==> config.mk <==
export PLATFORM = sky130hd
export DESIGN_NAME = htable_lookup_merge
export DESIGN_NICKNAME = d
export VERILOG_FILES = /design/src/hw/htable_pkg.sv /design/src/hw/htable_lookup_merge.sv
export SDC_FILE = /design/constraint.sdc
export NUM_CORES = 1
export LEC_CHECK = 0
export ABC_AREA = 1
export ABC_CLOCK_PERIOD_IN_PS = 2250
export BUFFER_PORTS_ARGS = -buffer_cell sky130_fd_sc_hd__clkbuf_2
export CAP_MARGIN = 0
export CORE_AREA = 2 2 105 67
export DETAILED_ROUTE_END_ITERATION = 6
export DIE_AREA = 0 0 107 69
export PLACE_DENSITY = 0.88
export SLEW_MARGIN = 30
export SYNTH_ARGS = -nofsm -noshare
export SYNTH_HDL_FRONTEND = slang
export SYNTH_SLANG_ARGS = --single-unit
==> constraint.sdc <==
create_clock -name clk -period 2.25 [get_ports clk]
set_clock_uncertainty 0.2 [all_clocks]
set_input_delay 0.1125 -clock clk [delete_from_list [all_inputs] [get_ports clk]]
set_output_delay 0.1125 -clock clk [all_outputs]
set_load 0.05 [all_outputs]
==> src/hw/htable_pkg.sv <==
`default_nettype none

package htable_pkg;

    // ==========================================================
    // Sizes
    // ==========================================================
    localparam int KEY_WID    = 32;
    localparam int VALUE_WID  = 16;
    localparam int HASH_WID   = 6;
    localparam int TABLE_SIZE = 2**HASH_WID;
    localparam int NUM_BANKS  = 2;

    typedef logic [KEY_WID-1:0]   key_t;
    typedef logic [VALUE_WID-1:0] value_t;
    typedef logic [HASH_WID-1:0]  hash_t;

    // ==========================================================
    // Structs
    // ==========================================================
    // One stored slot
    typedef struct packed {
        logic   valid;
        key_t   key;
        value_t value;
    } entry_t;

    // Update request, set=0 means delete
    typedef struct packed {
        logic   set;
        key_t   key;
        value_t value;
    } update_t;

    typedef struct packed {
        logic done;
        logic full;
    } update_status_t;

    // Value reads as zero on a miss
    typedef struct packed {
        logic   hit;
        value_t value;
    } lookup_result_t;

    // ==========================================================
    // Hash functions
    // ==========================================================
    // Bank 0 index from the top of the key
    function automatic hash_t hash0(input key_t key);
        return key[KEY_WID-1 -: HASH_WID];
    endfunction

    // Bank 1 index from the bottom of the key
    function automatic hash_t hash1(input key_t key);
        return key[HASH_WID-1:0];
    endfunction

endpackage

`default_nettype wire

==> src/hw/htable_lookup_merge.sv <==
`default_nettype none

module htable_lookup_merge (
    input  logic                       clk,
    input  logic                       rst,
    input  logic                       lookup_valid,
    input  htable_pkg::key_t           lookup_key,
    input  htable_pkg::entry_t         rd_entry0,
    input  htable_pkg::entry_t         rd_entry1,
    output logic                       result_valid,
    output htable_pkg::lookup_result_t result
);

    logic                       lookup_valid_q;
    htable_pkg::key_t           lookup_key_q;
    logic                       match0;
    logic                       match1;
    htable_pkg::lookup_result_t nxt_result;

    // ==========================================================
    // Align key with the bank read
    // ==========================================================
    always_ff @(posedge clk) begin
        if (rst) begin
            lookup_valid_q <= 1'b0;
        end else begin
            lookup_valid_q <= lookup_valid;
        end
    end

    always_ff @(posedge clk) begin
        lookup_key_q <= lookup_key;
    end

    // ==========================================================
    // Compare and select
    // ==========================================================
    assign match0 = rd_entry0.valid && (rd_entry0.key == lookup_key_q);
    assign match1 = rd_entry1.valid && (rd_entry1.key == lookup_key_q);

    // Bank 0 wins if both match
    always_comb begin
        nxt_result = '0;
        if (match0) begin
            nxt_result.hit   = 1'b1;
            nxt_result.value = rd_entry0.value;
        end else if (match1) begin
            nxt_result.hit   = 1'b1;
            nxt_result.value = rd_entry1.value;
        end
    end

    always_ff @(posedge clk) begin
        if (rst) begin
            result_valid <= 1'b0;
        end else begin
            result_valid <= lookup_valid_q;
        end
    end

    always_ff @(posedge clk) begin
        if (lookup_valid_q) begin
            result <= nxt_result;
        end
    end

endmodule

`default_nettype wire

==> impl_metrics.csv <==
group,metric,value,unit
synth,netlist.area_leader.share,24.26,%
clock_network,cts_buffer_depth,2,
placed_design,dp_cells,609,
worst_setup_path,crit_type,"register to register",
synth,ys_types,29,
synth,syn_nets,508,
min_path,hold_path.class,"primary input to register",
clock_network,clkTransAtPathRegs,0.09,ns
clock_network,numCtsBuffers,5,
timing,finalCritPeriodShare,89.16,%
detailed_routing,vias_per_cell,4.600,
floorplanning,fp.dieH,69,um
detailed_routing,vias,3142,
finish,stdcell_area,4397,um^2
synth,ys_top_cells_by_count,"126 x nand2_1, 59 x inv_1, 34 x dfxtp_1",
placed_design,postPlaceCellArea,3628,um^2
synth,synth_top_cells_by_area,"dfxtp_1 24%, edfxtp_1 18%, nand2_1 17%",
timing,slew_headroom,48.70,%
timing,fin_ws,0.2440,ns
clock_network,clock_latency,0.30,ns
placed_design,io_buffers,150,
power,power_density,468.0,nW/um^2
clock_network,h-tree-depth,2,
clock_network,root_buffer,"clkbuf_8",
finish,antenna_cells,0,
power,p_total,2.058,mW
floorplanning,core_area,6417,um^2
timing,whs,0.1692,ns
timing,maxSlewViolCount,0,
worst_setup_path,endpoint_kind,"register",
detailed_routing,drtIter0Drc,103,
timing,setup_tns,0,ns
detailed_routing,drt_pass1_iterations,4,
placed_design,routabilityCongestion,0.8541,
global_routing,grt-ovfl-total,0,
worst_setup_path,crit_fanout,17,
detailed_routing,drc,0,
floorplanning,start_util,43.71,%
clock_network,cts_sinks,51,
synth,synth_top_cell_by_area,"dfxtp_1",
worst_setup_path,required,2.11,ns
flow_run,drv_cap,0,
timing,hold_viol,0,
global_routing,grt_pass1_wl,14120,um
synth,synth-seq-area-share,42.46,%
floorplanning,dieArea,7383,um^2
synth,async_reset_ff_share,0,%
finish,stdcell_count,683,
power,vdd_drop_max,0.0003079,V
floorplanning,std_cell_rows,23,
run_status,status,"finished, final reports clean",
finish,area_growth,56.74,%
clock_network,cts_setup_buffers,0,
synth,ys_ff_latch,51,
detailed_routing,antenna_left,0,
clock_network,tritoncts,"built",
synth,synth.most_common_cell,"nand2_1",
timing,setup_viol,0,
synth,yosys_most_used_dff,"dfxtp_1",
global_routing,grt_max_degree,19,
placed_design,dpl_worst_slack,0.2824,ns
global_routing,antenna_found_initial,0,
worst_setup_path,start_kind,"register",
global_routing,grt_pass1_vias,3216,
clock_network,post_cts_resized,0,
synth,post_synth_inst_count,375,
synth,ys_warn_count,0,
finish,finalCoreUtilization,68.51,%
detailed_routing,routed_wl,9034,um
global_routing,grt_usage,24.42,%
synth,syn_avg_cell_area,7.481,um^2
timing,rsz0062_at_grt,"no",
placed_design,place_hpwl,6602,um
synth,syn_area,2805,um^2
finish,drive_gt1_share,33.39,%
timing,worst_slew_pin_slew,0.7684,ns
synth,synth_edf_count,17,
power,p_leak,2.437,nW
floorplanning,ioPinCount,151,
clock_network,hold_buffers,66,
floorplanning,die_w,107,um
timing,fmaxAchievable,498.5,MHz
finish,nets,728,
worst_setup_path,critPathArrivalTime,1.87,ns
timing,fin_crit,2.006,ns
detailed_routing,wl_per_cell,13.23,um
-- critical path, cell delays in order, from the launching register on --
cell	delay, ns
dfxtp_1	0.39
inv_1	0.08
nand2_1	0.08
nand2_1	0.07
nor2_2	0.09
inv_1	0.05
nor2_1	0.10
nand2_1	0.07
nor2_2	0.13
nand3_4	0.26
nand3_1	0.17
nand2_1	0.07
-- placed cells by master, fill, tap and decap left out, types with 2 or more instances in the layout --
master | netlist | routed
o21ai_0 | 4 | 4
dlygate4sd3_1 | 0 | 66
inv_2 | 9 | 9
clkbuf_8 | 0 | 5
nand2_2 | 4 | 4
o21ai_1 | 6 | 6
or2_1 | 2 | 2
o22ai_1 | 3 | 3
nor2_8 | 2 | 2
edfxtp_1 | 17 | 17
clkinv_1 | 6 | 7
inv_1 | 59 | 59
nor2_4 | 3 | 3
clkbuf_2 | 0 | 150
xnor2_1 | 19 | 19
o211ai_1 | 2 | 2
nand2_1 | 126 | 126
dfxtp_1 | 34 | 34
nor2_1 | 26 | 26
nor2_2 | 6 | 6
nand3_2 | 11 | 11
nand3_4 | 3 | 3
nand3_1 | 24 | 24
-- sequential cells by signal, summed over array words and instances (netlist names) --
name,flops
lookup_valid_q,1
result,17
result_valid,1
lookup_key_q,32
-- logic make-up after synthesis --
group	after synthesis	share of synthesized area, %
AO/OA/AOI/OAI	19	4.193
XOR/XNOR	19	5.932
buffers and inverters	78	11.46
flip-flops	51	42.46
AND/OR/NAND/NOR	208	35.95
-- report_power, final --
part | leakage [nW] | switching [mW] | internal (mW) | total [mW]
clock | 0.0517 | 0.303 | 0.325 | 0.628
combinational | 1.90 | 0.182 | 0.234 | 0.416
sequential | 0.487 | 0.0325 | 0.981 | 1.01
total | 2.44 | 0.518 | 1.54 | 2.06
-- metal layers --
metal,part of all wire [%],up-vias,global-route usage (%)
met5,0,-,0
met4,2.3,0,8.225
met3,7.3,22,5.676
met2,50,152,45.44
met1,41,1393,27.25
li1,-,1575,-
-- cell type report --
class,instances,area (um^2)
multi-input combinational,246,1292
tap,87,108.9
fill,504,2021
inverter,74,277.8
timing repair buffer,217,1419
clock inverter,3,38.79
clock buffer,5,68.82
sequential,51,1191
-- final timing paths --
check	from	endpoint	slack, ns	depth (start not counted)
min reg2reg	lookup_valid_q$_SDFF_PP0_	result_valid$_SDFF_PP0_	0.59	2
max reg2reg	lookup_key_q[27]$_DFF_P_	result[2]$_DFFE_PP_	0.24	11
max	lookup_key_q[27]$_DFF_P_	result[2]$_DFFE_PP_	0.24	11
min	rd_entry1[47]	result[16]$_SDFFCE_PP1P_	0.17	5
Power figures use the tool's default switching activity.
