**config.mk**
```make
export PLATFORM = sky130hd
export DESIGN_NAME = htable_insert_ctrl
export DESIGN_NICKNAME = d
export VERILOG_FILES = /design/src/hw/htable_pkg.sv /design/src/hw/htable_insert_ctrl.sv
export SDC_FILE = /design/constraint.sdc
export NUM_CORES = 1
export LEC_CHECK = 0
export ABC_CLOCK_PERIOD_IN_PS = 3400
export BUFFER_PORTS_ARGS = -buffer_cell sky130_fd_sc_hd__clkbuf_2
export CORE_ASPECT_RATIO = 0.75
export CORE_MARGIN = 5
export CORE_UTILIZATION = 45
export CTS_CLUSTER_DIAMETER = 50
export DETAILED_ROUTE_END_ITERATION = 8
export HOLD_SLACK_MARGIN = 0.05
export PLACE_DENSITY = 0.81
export REMOVE_ABC_BUFFERS = 1
export SLEW_MARGIN = 25
export SYNTH_ARGS = -nofsm -noshare
export SYNTH_HDL_FRONTEND = slang
export SYNTH_SLANG_ARGS = --single-unit
```
**constraint.sdc**
```tcl
create_clock -name clk -period 3.4 [get_ports clk]
set_clock_uncertainty 0.2 [all_clocks]
set_input_delay 0.51 -clock clk [delete_from_list [all_inputs] [get_ports clk]]
set_output_delay 0.51 -clock clk [all_outputs]
set_load 0.02 [all_outputs]
```
**src/hw/htable_pkg.sv**
```systemverilog
`default_nettype none

package htable_pkg;

    // ==========================================================
    // Sizes
    // ==========================================================
    localparam int KEY_WID    = 32;
    localparam int VALUE_WID  = 16;
    localparam int HASH_WID   = 6;
    localparam int TABLE_SIZE = 2**HASH_WID;
    localparam int NUM_BANKS  = 2;

    typedef logic [KEY_WID-1:0]   key_t;
    typedef logic [VALUE_WID-1:0] value_t;
    typedef logic [HASH_WID-1:0]  hash_t;

    // ==========================================================
    // Structs
    // ==========================================================
    // One stored slot
    typedef struct packed {
        logic   valid;
        key_t   key;
        value_t value;
    } entry_t;

    // Update request, set=0 means delete
    typedef struct packed {
        logic   set;
        key_t   key;
        value_t value;
    } update_t;

    typedef struct packed {
        logic done;
        logic full;
    } update_status_t;

    // Value reads as zero on a miss
    typedef struct packed {
        logic   hit;
        value_t value;
    } lookup_result_t;

    // ==========================================================
    // Hash functions
    // ==========================================================
    // Bank 0 index from the top of the key
    function automatic hash_t hash0(input key_t key);
        return key[KEY_WID-1 -: HASH_WID];
    endfunction

    // Bank 1 index from the bottom of the key
    function automatic hash_t hash1(input key_t key);
        return key[HASH_WID-1:0];
    endfunction

endpackage

`default_nettype wire

```
**src/hw/htable_insert_ctrl.sv**
```systemverilog
`default_nettype none

module htable_insert_ctrl (
    input  logic                       clk,
    input  logic                       rst,
    input  logic                       init_done,
    // Update handshake
    input  logic                       update_req,
    input  htable_pkg::update_t        update,
    output logic                       update_ack,
    output htable_pkg::update_status_t update_status,
    // Bank probe
    output htable_pkg::key_t           probe_key,
    input  htable_pkg::entry_t         probe_entry0,
    input  htable_pkg::entry_t         probe_entry1,
    // Bank writes
    output logic                       wr_en0,
    output logic                       wr_en1,
    output htable_pkg::entry_t         wr_entry
);

    typedef enum logic [1:0] {
        IDLE,
        CAPTURE,
        ACK
    } state_t;

    state_t state;

    htable_pkg::update_t upd_q;
    logic                rr_ptr;

    logic                       hit0;
    logic                       hit1;
    logic                       empty0;
    logic                       empty1;
    logic                       nxt_wr0;
    logic                       nxt_wr1;
    logic                       nxt_insert;
    htable_pkg::update_status_t nxt_status;
    htable_pkg::entry_t         nxt_entry;

    assign probe_key = upd_q.key;

    assign hit0   = probe_entry0.valid && (probe_entry0.key == upd_q.key);
    assign hit1   = probe_entry1.valid && (probe_entry1.key == upd_q.key);
    assign empty0 = !probe_entry0.valid;
    assign empty1 = !probe_entry1.valid;

    // ==========================================================
    // Bank choice
    // ==========================================================
    always_comb begin
        nxt_wr0         = 1'b0;
        nxt_wr1         = 1'b0;
        nxt_insert      = 1'b0;
        nxt_status      = '0;
        nxt_entry.valid = upd_q.set;
        nxt_entry.key   = upd_q.key;
        nxt_entry.value = upd_q.set ? upd_q.value : '0;
        if (upd_q.set) begin
            // Existing key first, then a free slot
            if (hit0) begin
                nxt_wr0 = 1'b1;
            end else if (hit1) begin
                nxt_wr1 = 1'b1;
            end else if (empty0 && empty1) begin
                nxt_wr0    = !rr_ptr;
                nxt_wr1    = rr_ptr;
                nxt_insert = 1'b1;
            end else if (empty0) begin
                nxt_wr0    = 1'b1;
                nxt_insert = 1'b1;
            end else if (empty1) begin
                nxt_wr1    = 1'b1;
                nxt_insert = 1'b1;
            end
            nxt_status.full = !(nxt_wr0 || nxt_wr1);
        end else begin
            if (hit0) begin
                nxt_wr0 = 1'b1;
            end else if (hit1) begin
                nxt_wr1 = 1'b1;
            end
        end
        nxt_status.done = nxt_wr0 || nxt_wr1;
    end

    // ==========================================================
    // Handshake FSM
    // ==========================================================
    always_ff @(posedge clk) begin
        if (rst) begin
            state         <= IDLE;
            update_ack    <= 1'b0;
            update_status <= '0;
            wr_en0        <= 1'b0;
            wr_en1        <= 1'b0;
            rr_ptr        <= 1'b0;
        end else begin
            // Write enables are single-cycle pulses
            wr_en0 <= 1'b0;
            wr_en1 <= 1'b0;
            case (state)
                IDLE: begin
                    if (update_req && init_done) begin
                        state <= CAPTURE;
                    end
                end
                CAPTURE: begin
                    wr_en0        <= nxt_wr0;
                    wr_en1        <= nxt_wr1;
                    update_status <= nxt_status;
                    // Pointer moves on every new key, not on replace
                    if (nxt_insert) begin
                        rr_ptr <= !rr_ptr;
                    end
                    state <= ACK;
                end
                ACK: begin
                    // Ack rises with the write landing in the bank
                    if (!update_ack) begin
                        update_ack <= 1'b1;
                    end else if (!update_req) begin
                        update_ack <= 1'b0;
                        state      <= IDLE;
                    end
                end
                default: state <= IDLE;
            endcase
        end
    end

    always_ff @(posedge clk) begin
        if (state == IDLE) begin
            upd_q <= update;
        end
        if (state == CAPTURE) begin
            wr_entry <= nxt_entry;
        end
    end

endmodule

`default_nettype wire

```
==> flow_metrics.py, run 1 <==
metrics = {
    "floorplan": {
        "dieArea_um2": 11700,
        "die_h_um": 95.0,
        "core_um2": 9540,
        "pin_count": 237,
        "start_util_pct": 45.4,
        "rows": 31,
        "die_width_um": 123,
    },
    "sta": {
        "min_period_over_period_pct": 65.9,
        "hold_viol_final": 0,
        "rsz0062_at_grt": "no",
        "worstMarginPinSlew_ns": 0.574,
        "setup_viol": 0,
        "fin_setup_tns_ns": 0,
        "finalCriticalPeriod_ns": 2.24,
        "fmax_mhz": 446,
        "slew_headroom_pct": 61.7,
        "drv_slew": 0,
        "fin_ws_ns": 1.16,
    },
    "layout": {
        "antenna_cells": 0,
        "multi_input_area_um2": 966,
        "area_growth_syn_to_layout_pct": 29.0,
        "drive_above_1_share_pct": 48.8,
        "fillCellCount": 787,
        "ff_latch_area_um2": 3100,
        "fin_nets": 607,
    },
    "synth": {
        "synth.most_common_cell": "edfxtp_1",
        "synth_commonest_cells": "98 x edfxtp_1, 59 x xnor2_1, 32 x buf_4, 16 x and2_1, 14 x nand4_1",
        "async_reset_ff_share_pct": 0,
        "synth.distinct_cells": 29,
        "syn_area_per_cell_um2": 15.9,
        "synthFlopType": "edfxtp_1",
        "synth.cell_area_um2": 4330,
        "synthCells": 273,
        "synth-edff-count": 98,
        "synth.area.top_cells": "edfxtp_1 68%, xnor2_1 12%, buf_4 5.5%",
        "yosysTopAreaCell": "edfxtp_1",
        "ys_warn_count": 0,
        "yosys.area.top_type_share_pct": 67.9,
        "ys_ff_latch": 106,
        "yosysSeqAreaShare_pct": 71.6,
    },
    "detailed_routing": {
        "drt-wirelength-per-cell_um": 16.8,
        "via_per_inst": 4.61,
        "drt_wl_total_um": 9950,
        "drtAntennaViolNets": 0,
        "drtPass1Iterations": 7,
        "vias": 2735,
        "drc": 0,
        "drt-initial-drc-count": 199,
    },
    "clocking": {
        "cts_made_buffers": 9,
        "htreeDepth": 3,
        "insertion_delay_ns": 0.33,
        "cts_sinks": 106,
        "cts_tree": "yes",
        "root_buffer": "clkbuf_16",
        "clock_path_buffers": 2,
        "post_cts_buffers": 0,
        "cts_hold_buf": 0,
        "clk_pin_slew_ns": 0.07,
        "cts-resized-gates": 0,
    },
    "power": {
        "combinationalPowerShare_pct": 12.2,
        "intPower_mw": 2.26,
        "peakVddDrop_uv": 381,
        "powerDensity_nw_per_um2": 529,
        "clkPwrFrac_pct": 34.2,
        "power.net_switching_uw": 699,
        "switching_share_pct": 23.7,
        "p_leak_nw": 2.28,
        "power.share.sequential_pct": 53.7,
    },
    "setup_path": {
        "cp-end-kind": "flip-flop",
        "crit_path_max_fanout": 5,
        "crit_required_ns": 3.46,
        "r2r_cells": 6,
        "startpoint_type": "flip-flop",
        "arrival_ns": 2.30,
        "worstSetupPathType": "reg2reg",
        "cpPeakStageDelay_ns": 0.47,
        "slowest_stage": "edfxtp_1",
        "cp_cell_sequence": "xnor2_1 > nand3_1 > nor3_1 > a31oi_1 > a31o_1 > a21oi_1",
    },
    "worst_hold_path": {
        "hold_depth": 1,
        "min_path_type": "in2reg",
    },
    "placement": {
        "dp_hpwl_um": 7980,
        "dpl_worst_slack_ns": 1.10,
        "gp_congestion": 0.788,
        "port_buffers": 204,
    },
    "global_routing": {
        "grt.total_usage_pct": 17.3,
        "overflow": 0,
        "grt_pass1_vias": 2866,
        "antenna_found_initial": 0,
        "grt_pass1_wl_um": 14900,
        "grt_max_degree": 37,
    },
    "status": {
        "status": "finished, final reports clean",
    },
    "job": {
        "cap_violations": 0,
    },
}
==> cells by family after synthesis <==
group | Yosys count | synth area share (%)
XOR/XNOR | 64 | 12.9
AND/OR/NAND/NOR | 50 | 7.07
buffers and inverters | 40 | 6.27
AO/OA/AOI/OAI | 13 | 2.11
flip-flops | 106 | 71.6
==> power groups by stage <==
stage / Combinational (mW) / Sequential [mW] / Clock, mW
after floorplan: 0.131 / 1.67 / 0
after global placement: 0.358 / 1.61 / 0
after detailed placement: 0.365 / 1.62 / 0
after CTS: 0.366 / 1.59 / 1.04
after global routing: 0.392 / 1.60 / 1.10
final: 0.359 / 1.58 / 1.01
==> path summary, 6_finish.rpt <==
check / start / to / slack (ns)
worst max register to register: probe_key[9]$_DFFE_PN_ / rr_ptr$_SDFFE_PP0P_ / 1.16
worst max-delay path: probe_key[9]$_DFFE_PN_ / rr_ptr$_SDFFE_PP0P_ / 1.16
worst min-delay path: update[12] / upd_q[12]$_DFFE_PN_ / 0.14
worst min register to register: update_ack$_SDFFE_PP0N_ / update_ack$_SDFFE_PP0N_ / 0.31
==> final cells by class <==
class / count / share of cell area [%]
flip-flops and latches: 106 / 55.5
repair buffers: 206 / 18.5
multi-input cells: 127 / 17.3
clock buffers: 10 / 4.10
well taps: 132 / 2.96
clock inverters: 6 / 1.19
inverters: 6 / 0.403
==> stage by stage <==
stage	instances	instance area (um2)	power [mW]	hold WS (ns)	util (%)
finish	593	5590	2.95	0.145	58.6
floorplan	239	4080	1.80	0.297	-
global route	593	5590	3.09	0.123	58.6
CTS	593	5590	2.99	0.131	58.6
global placement	577	5290	1.97	0.282	55.5
detailed placement	577	5290	1.98	0.294	55.5
==> critical path: cells and delay by family (launching register included) <==
family | cells | cell delay (ns)
AO/OA/AOI/OAI | 3 | 0.66
XOR/XNOR | 1 | 0.26
flip-flops | 1 | 0.47
AND/OR/NAND/NOR | 2 | 0.57
==> metal layers <==
| layer | part of all wire (%) | GRT usage (%) |
|---|---|---|
| met5 | 0 | 0 |
| met4 | 1.2 | 5.16 |
| met2 | 49 | 28.5 |
| met3 | 9.7 | 6.41 |
| met1 | 40 | 21.3 |
==> cells in the final DEF, fill, tap and decap left out, types with 2 or more instances in the layout <==
cell        count
inv_1           5
clkinvlp_4      2
a21oi_1         4
xnor2_1        59
clkbuf_16       9
and3_1          2
edfxtp_1       98
buf_4           2
clkbuf_2      204
nor4_2          2
xor2_1          5
dfxtp_1         8
nor3_1          3
nand4_1        14
nand3_1         4
and2_1         16
nor2_1          4
==> state kept, by name, indices dropped and copies added (netlist names), 2 cells and up <==
name and cells:
upd_q 16, state 2, probe_key 32, update_status 2
wr_entry 49
Note: power is estimated with default switching activity, not from simulation.
==> run 2: changes to the inputs <==
--- a/config.mk
+++ b/config.mk
@@ -5,15 +5,15 @@
 export SDC_FILE = /design/constraint.sdc
 export NUM_CORES = 1
 export LEC_CHECK = 0
-export ABC_CLOCK_PERIOD_IN_PS = 3400
+export ABC_CLOCK_PERIOD_IN_PS = 1900
 export BUFFER_PORTS_ARGS = -buffer_cell sky130_fd_sc_hd__clkbuf_2
 export CORE_ASPECT_RATIO = 0.75
 export CORE_MARGIN = 5
-export CORE_UTILIZATION = 45
+export CORE_UTILIZATION = 40
 export CTS_CLUSTER_DIAMETER = 50
 export DETAILED_ROUTE_END_ITERATION = 8
 export HOLD_SLACK_MARGIN = 0.05
-export PLACE_DENSITY = 0.81
+export PLACE_DENSITY = 0.76
 export REMOVE_ABC_BUFFERS = 1
 export SLEW_MARGIN = 25
 export SYNTH_ARGS = -nofsm -noshare
==> constraint.sdc (replaced) <==
create_clock -name clk -period 1.9 [get_ports clk]
set_clock_uncertainty 0.2 [all_clocks]
set_input_delay 0.285 -clock clk [delete_from_list [all_inputs] [get_ports clk]]
set_output_delay 0.285 -clock clk [all_outputs]
set_load 0.02 [all_outputs]
==> run 2 against run 1 <==
Effect of this change:
- the flow now finishes with violations (setup timing)
- highest routed layer unchanged
- hold slack worse by 0.018 ns
- first-iteration DRC count down 22%
- largest power group unchanged
- largest cell class unchanged
- clock power rose by 84%
- cell area rose by 17%
==> flow_metrics.py, run 2 (synthesis results as in run 1) <==
metrics = {
    "worst_hold_path": {
        "min_path_type": "in2reg",
        "holdCritStartpoint": "update_req",
        "hold_depth": 4,
        "min_to": "update_ack$_SDFFE_PP0N_",
    },
    "layout": {
        "ff_latch_area_um2": 3100,
        "fin_nets": 702,
        "final_area_um2": 6560,
        "fillCellCount": 782,
        "drive_above_1_share_pct": 50.7,
        "layout_common_cells": "204 x clkbuf_2, 98 x edfxtp_1, 52 x dlygate4sd3_1",
        "area_growth_syn_to_layout_pct": 51.4,
        "largest_register_ff_count": 49,
        "top_register": "wr_entry",
        "final_common_cell": "clkbuf_2",
        "multi_input_area_um2": 1070,
        "antenna_cells": 0,
    },
    "sta": {
        "slew_headroom_pct": 69.7,
        "rsz0062_at_grt": "yes",
        "fin_ws_ns": -0.172,
        "finalCriticalPeriod_ns": 2.07,
        "drv_slew": 0,
        "setup_viol": 5,
        "worstMarginPinSlew_ns": 0.455,
        "hold_ws_ns": 0.127,
        "hold_viol_final": 0,
        "fmax_mhz": 483,
        "min_period_over_period_pct": 109,
    },
    "clocking": {
        "root_buffer": "clkbuf_16",
        "cts_sinks": 106,
        "cts_tree": "yes",
        "htreeDepth": 3,
        "clk_pin_slew_ns": 0.07,
        "insertion_delay_ns": 0.33,
        "clock_path_buffers": 2,
        "cts_made_buffers": 9,
    },
    "status": {
        "status": "finished, violations left",
        "violations": "setup timing",
    },
    "setup_path": {
        "crit_path_max_fanout": 5,
        "arrival_ns": 2.10,
        "worstSetupPathType": "reg2reg",
        "worstSetupStartpoint": "probe_key[30]$_DFFE_PN_",
        "r2r-end": "update_status[0]$_SDFFE_PP0N_",
        "startpoint_type": "flip-flop",
        "rrSetupSlack_ns": -0.17,
        "crit_required_ns": 1.93,
        "r2r_cells": 7,
        "r2r_start": "probe_key[30]$_DFFE_PN_",
        "cp-end-kind": "flip-flop",
    },
    "detailed_routing": {
        "drc": 0,
        "routed.top_layer": "met4",
        "drtPass1Iterations": 4,
        "drt-wirelength-per-cell_um": 16.9,
        "drt_wl_total_um": 11700,
        "wl_met2_um": 5930,
        "vias": 3143,
        "via_per_inst": 4.54,
        "drtAntennaViolNets": 0,
        "met1_length_um": 4590,
        "drt-initial-drc-count": 156,
        "wl_met3_um": 1010,
    },
    "floorplan": {
        "pin_count": 237,
        "start_util_pct": 41.5,
        "dieArea_um2": 13000,
        "rows": 32,
        "die_h_um": 100,
        "core_um2": 10500,
        "die_width_um": 130,
    },
    "global_routing": {
        "grt_pass1_wl_um": 17800,
        "overflow": 0,
        "antenna_found_initial": 0,
        "grt_max_degree": 35,
        "grt.total_usage_pct": 17.9,
        "grt_pass1_vias": 3467,
    },
    "power": {
        "p_leak_nw": 2.78,
        "peakVddDrop_uv": 607,
        "powerDensity_nw_per_um2": 849,
    },
    "placement": {
        "gp_congestion": 0.784,
        "port_buffers": 204,
        "dpl_worst_slack_ns": -0.156,
        "place_area_um2": 5580,
        "dp_hpwl_um": 8640,
    },
    "job": {
        "cap_violations": 0,
    },
}
[run 2: changes by cell type in the layout (fill, tap and decap cells not counted), sizes merged]
cell | before | now
buf | 2 | 45
clkbuf | 214 | 213
dlygate4sd3 | 0 | 52
inv | 7 | 8
[run 2: worst max-delay path, stage by stage (launching register included)]
cell,delay [ns]
edfxtp_1,0.43
buf_6,0.15
xnor2_2,0.11
nand4_1,0.22
nor4_4,0.41
a31oi_4,0.16
a32oi_1,0.22
nor2_1,0.06
[run 2: how the worst max path moves through the flow]
| stage | end | slack, ns | cells after the start |
|---|---|---|---|
| floorplan | nxt_entry[48]$_DFFE_PN_ | -1.16 | 1 |
| global placement | rr_ptr$_SDFFE_PP0P_ | -0.12 | 6 |
| detailed placement | update_status[1]$_SDFFE_PP0N_ | -0.16 | 7 |
| CTS | update_status[0]$_SDFFE_PP0N_ | -0.09 | 6 |
| global route | update_status[0]$_SDFFE_PP0N_ | -0.26 | 7 |
| finish | update_status[0]$_SDFFE_PP0N_ | -0.17 | 7 |
[run 2: power breakdown]
part | internal [mW] | switching [mW]
logic | 0.464 | 0.441
registers | 2.72 | 0.0915
clock network | 1.03 | 0.825
total | 4.22 | 1.36
[run 2: stage by stage]
step | util (%) | instances | setup TNS (ns) | power, mW
after floorplan | - | 239 | -65.81 | 3.22
after global placement | 53.4 | 617 | -0.425 | 3.62
after detailed placement | 53.4 | 617 | -0.519 | 3.64
after CTS | 62.0 | 688 | -0.248 | 5.62
after global routing | 62.8 | 692 | -1.02 | 5.82
final | 62.8 | 692 | -0.648 | 5.57
[run 2: final cells by class]
class                   instances  area share [%]
well taps                     136            2.59
flip-flops and latches        106            47.3
clock buffers                   9            3.43
inverters                       6           0.343
clock inverters                 7            1.16
multi-input cells             127            16.3
repair buffers                301            28.9
[run 2: what timing repair did]
| action | CTS | global route |
|---|---|---|
| cloned | 0 | 0 |
| endpoints found under the hold margin | 57 | 0 |
| setup endpoints to repair | 5 | 5 |
| buffers inserted | 4 | 4 |
| pin swaps | 16 | 11 |
| hold buffers | 52 | 0 |
| gates resized for setup | 7 | 8 |
[run 2: routing by layer]
metal,vias up,track usage (%)
li1,1515,-
met1,1475,20.7
met2,142,31.9
met3,11,6.54
met4,0,3.99
met5,-,0
==> run 3: changes to the inputs <==
--- a/config.mk
+++ b/config.mk
@@ -7,14 +7,14 @@
 export LEC_CHECK = 0
 export ABC_CLOCK_PERIOD_IN_PS = 1900
 export BUFFER_PORTS_ARGS = -buffer_cell sky130_fd_sc_hd__clkbuf_2
-export CORE_ASPECT_RATIO = 0.75
+export CORE_ASPECT_RATIO = 0.7
 export CORE_MARGIN = 5
-export CORE_UTILIZATION = 40
+export CORE_UTILIZATION = 32
 export CTS_CLUSTER_DIAMETER = 50
 export DETAILED_ROUTE_END_ITERATION = 8
 export HOLD_SLACK_MARGIN = 0.05
-export PLACE_DENSITY = 0.76
 export REMOVE_ABC_BUFFERS = 1
+export SKIP_LAST_GASP = 1
 export SLEW_MARGIN = 25
 export SYNTH_ARGS = -nofsm -noshare
 export SYNTH_HDL_FRONTEND = slang
==> run 3 against run 2 <==
Effect of this change:
- the run still ends with setup timing left
- clock-buffer cell count up 1
- via count about the same
- clock power up 12%
- critical endpoint is now update_status[1]$_SDFFE_PP0N_
==> flow_metrics.py, run 3 (synthesis results as in run 1) <==
metrics = {
    "status": {
        "status": "finished, violations left",
        "violations": "setup timing",
    },
    "detailed_routing": {
        "via_per_inst": 4.23,
        "drtAntennaViolNets": 0,
        "routed.top_layer": "met4",
        "met1_length_um": 5290,
        "drc": 0,
        "drtPass1Iterations": 4,
        "drt_wl_total_um": 11900,
        "vias": 3142,
        "drt-initial-drc-count": 137,
        "wl_met2_um": 5620,
        "drt-wirelength-per-cell_um": 16.1,
        "wl_met3_um": 846,
    },
    "worst_hold_path": {
        "min_to": "rr_ptr$_SDFFE_PP0P_",
        "hold_depth": 4,
        "holdCritStartpoint": "probe_entry0[48]",
        "min_path_type": "in2reg",
    },
    "sta": {
        "fmax_mhz": 482,
        "drv_slew": 0,
        "slew_headroom_pct": 71.3,
        "fin_ws_ns": -0.176,
        "min_period_over_period_pct": 109,
        "hold_viol_final": 0,
        "worstMarginPinSlew_ns": 0.430,
        "rsz0062_at_grt": "yes",
        "fin_setup_tns_ns": -0.775,
        "hold_ws_ns": 0.173,
        "finalCriticalPeriod_ns": 2.08,
        "setup_viol": 5,
    },
    "floorplan": {
        "rows": 35,
        "die_h_um": 107,
        "pin_count": 237,
        "dieArea_um2": 16000,
        "core_um2": 13200,
        "start_util_pct": 32.8,
        "die_width_um": 149,
    },
    "global_routing": {
        "grt_pass1_vias": 3375,
        "overflow": 0,
        "grt_max_degree": 31,
        "antenna_found_initial": 0,
        "grt.total_usage_pct": 14.7,
        "grt_pass1_wl_um": 18000,
    },
    "setup_path": {
        "r2r_start": "probe_key[6]$_DFFE_PN_",
        "cp-end-kind": "flip-flop",
        "r2r_cells": 9,
        "r2r-end": "update_status[1]$_SDFFE_PP0N_",
        "crit_path_max_fanout": 5,
        "arrival_ns": 2.12,
        "crit_required_ns": 1.94,
        "worstSetupPathType": "reg2reg",
        "rrSetupSlack_ns": -0.18,
        "startpoint_type": "flip-flop",
    },
    "placement": {
        "gp_congestion": 0.775,
        "port_buffers": 204,
        "placed_cells": 664,
        "dp_hpwl_um": 9160,
    },
    "clocking": {
        "root_buffer": "clkbuf_16",
        "cts_sinks": 106,
        "cts_made_buffers": 9,
        "clock_path_buffers": 2,
        "insertion_delay_ns": 0.34,
        "htreeDepth": 3,
        "clk_pin_slew_ns": 0.07,
        "cts_tree": "yes",
    },
    "layout": {
        "drive_above_1_share_pct": 50.6,
        "fillCellCount": 1182,
        "layout_common_cells": "204 x clkbuf_2, 98 x edfxtp_1, 53 x xnor2_1",
        "antenna_cells": 0,
        "instances_no_fill": 742,
        "post-route-util_pct": 50.4,
        "fin_nets": 704,
        "largest_register_ff_count": 49,
        "final_common_cell": "clkbuf_2",
        "area_growth_syn_to_layout_pct": 53.9,
        "top_register": "wr_entry",
    },
    "power": {
        "p_leak_nw": 2.79,
        "powerDensity_nw_per_um2": 869,
        "peakVddDrop_uv": 453,
        "power_mw": 5.79,
    },
    "job": {
        "cap_violations": 0,
    },
}
==> run 3: cell types whose count changed in the layout (fill, tap and decap cells not counted), sizes merged <==
cell	delta
buf	+2
clkinvlp	-2
bufinv	+2
inv	-2
clkbuf	+1
==> run 3: worst max-delay path, stage by stage (launching register included) <==
cell	delay, ns
edfxtp_1	0.40
buf_4	0.15
buf_4	0.14
xnor2_2	0.17
nand4_1	0.14
nor3_2	0.13
buf_4	0.13
nand3_2	0.12
o31a_1	0.18
a311oi_2	0.21
==> run 3: how the worst max path moves through the flow <==
stage / startpoint / end / slack (ns) / depth (start not counted)
2_1_floorplan: state[0]$_SDFFE_PP0P_ / nxt_entry[48]$_DFFE_PN_ / -1.16 / 1
3_3_place_gp: probe_key[6]$_DFFE_PN_ / rr_ptr$_SDFFE_PP0P_ / -0.21 / 6
5_1_grt: probe_key[12]$_DFFE_PN_ / rr_ptr$_SDFFE_PP0P_ / -0.31 / 6
3_5_place_dp: probe_key[27]$_DFFE_PN_ / rr_ptr$_SDFFE_PP0P_ / -0.25 / 7
4_1_cts: probe_key[19]$_DFFE_PN_ / rr_ptr$_SDFFE_PP0P_ / -0.18 / 6
6_report: probe_key[6]$_DFFE_PN_ / update_status[1]$_SDFFE_PP0N_ / -0.18 / 9
==> run 3: through the flow <==
step / worst slack (ns) / instance area [um2]
6_report: -0.176 / 6670
3_3_place_gp: -0.207 / 5640
5_1_grt: -0.312 / 6670
4_1_cts: -0.180 / 6570
3_5_place_dp: -0.251 / 5640
2_1_floorplan: -1.16 / 4080
==> run 3: area by class of cell <==
class	instances	area, um2	share of cell area (%)
multi-input combinational	127	1050	15.8
inverter	6	22.5	0.338
clock buffer	10	229	3.43
sequential	106	3100	46.5
clock inverter	5	104	1.56
timing repair buffer	303	1920	28.8
tap	185	231	3.47
==> run 3: what timing repair did <==
action	4_1_cts	5_1_grt
hold endpoints to repair	55	0
buffers inserted	3	8
hold buffers	52	0
gates resized for setup	8	6
gates cloned	0	0
pin swaps	7	11
endpoints found under the setup margin	5	5
==> run 3: report_power, final <==
| group | switching (mW) | total (mW) | internal, mW |
|---|---|---|---|
| sequential | 0.0907 | 2.81 | 2.72 |
| clock | 0.794 | 2.08 | 1.28 |
| combinational | 0.440 | 0.907 | 0.467 |
| total | 1.33 | 5.79 | 4.47 |
==> run 3: per-layer routing <==
layer	track usage [%]	vias to the layer above
li1	-	1512
met1	19.5	1474
met2	23.9	143
met3	4.25	13
met4	3.33	0
met5	0	-
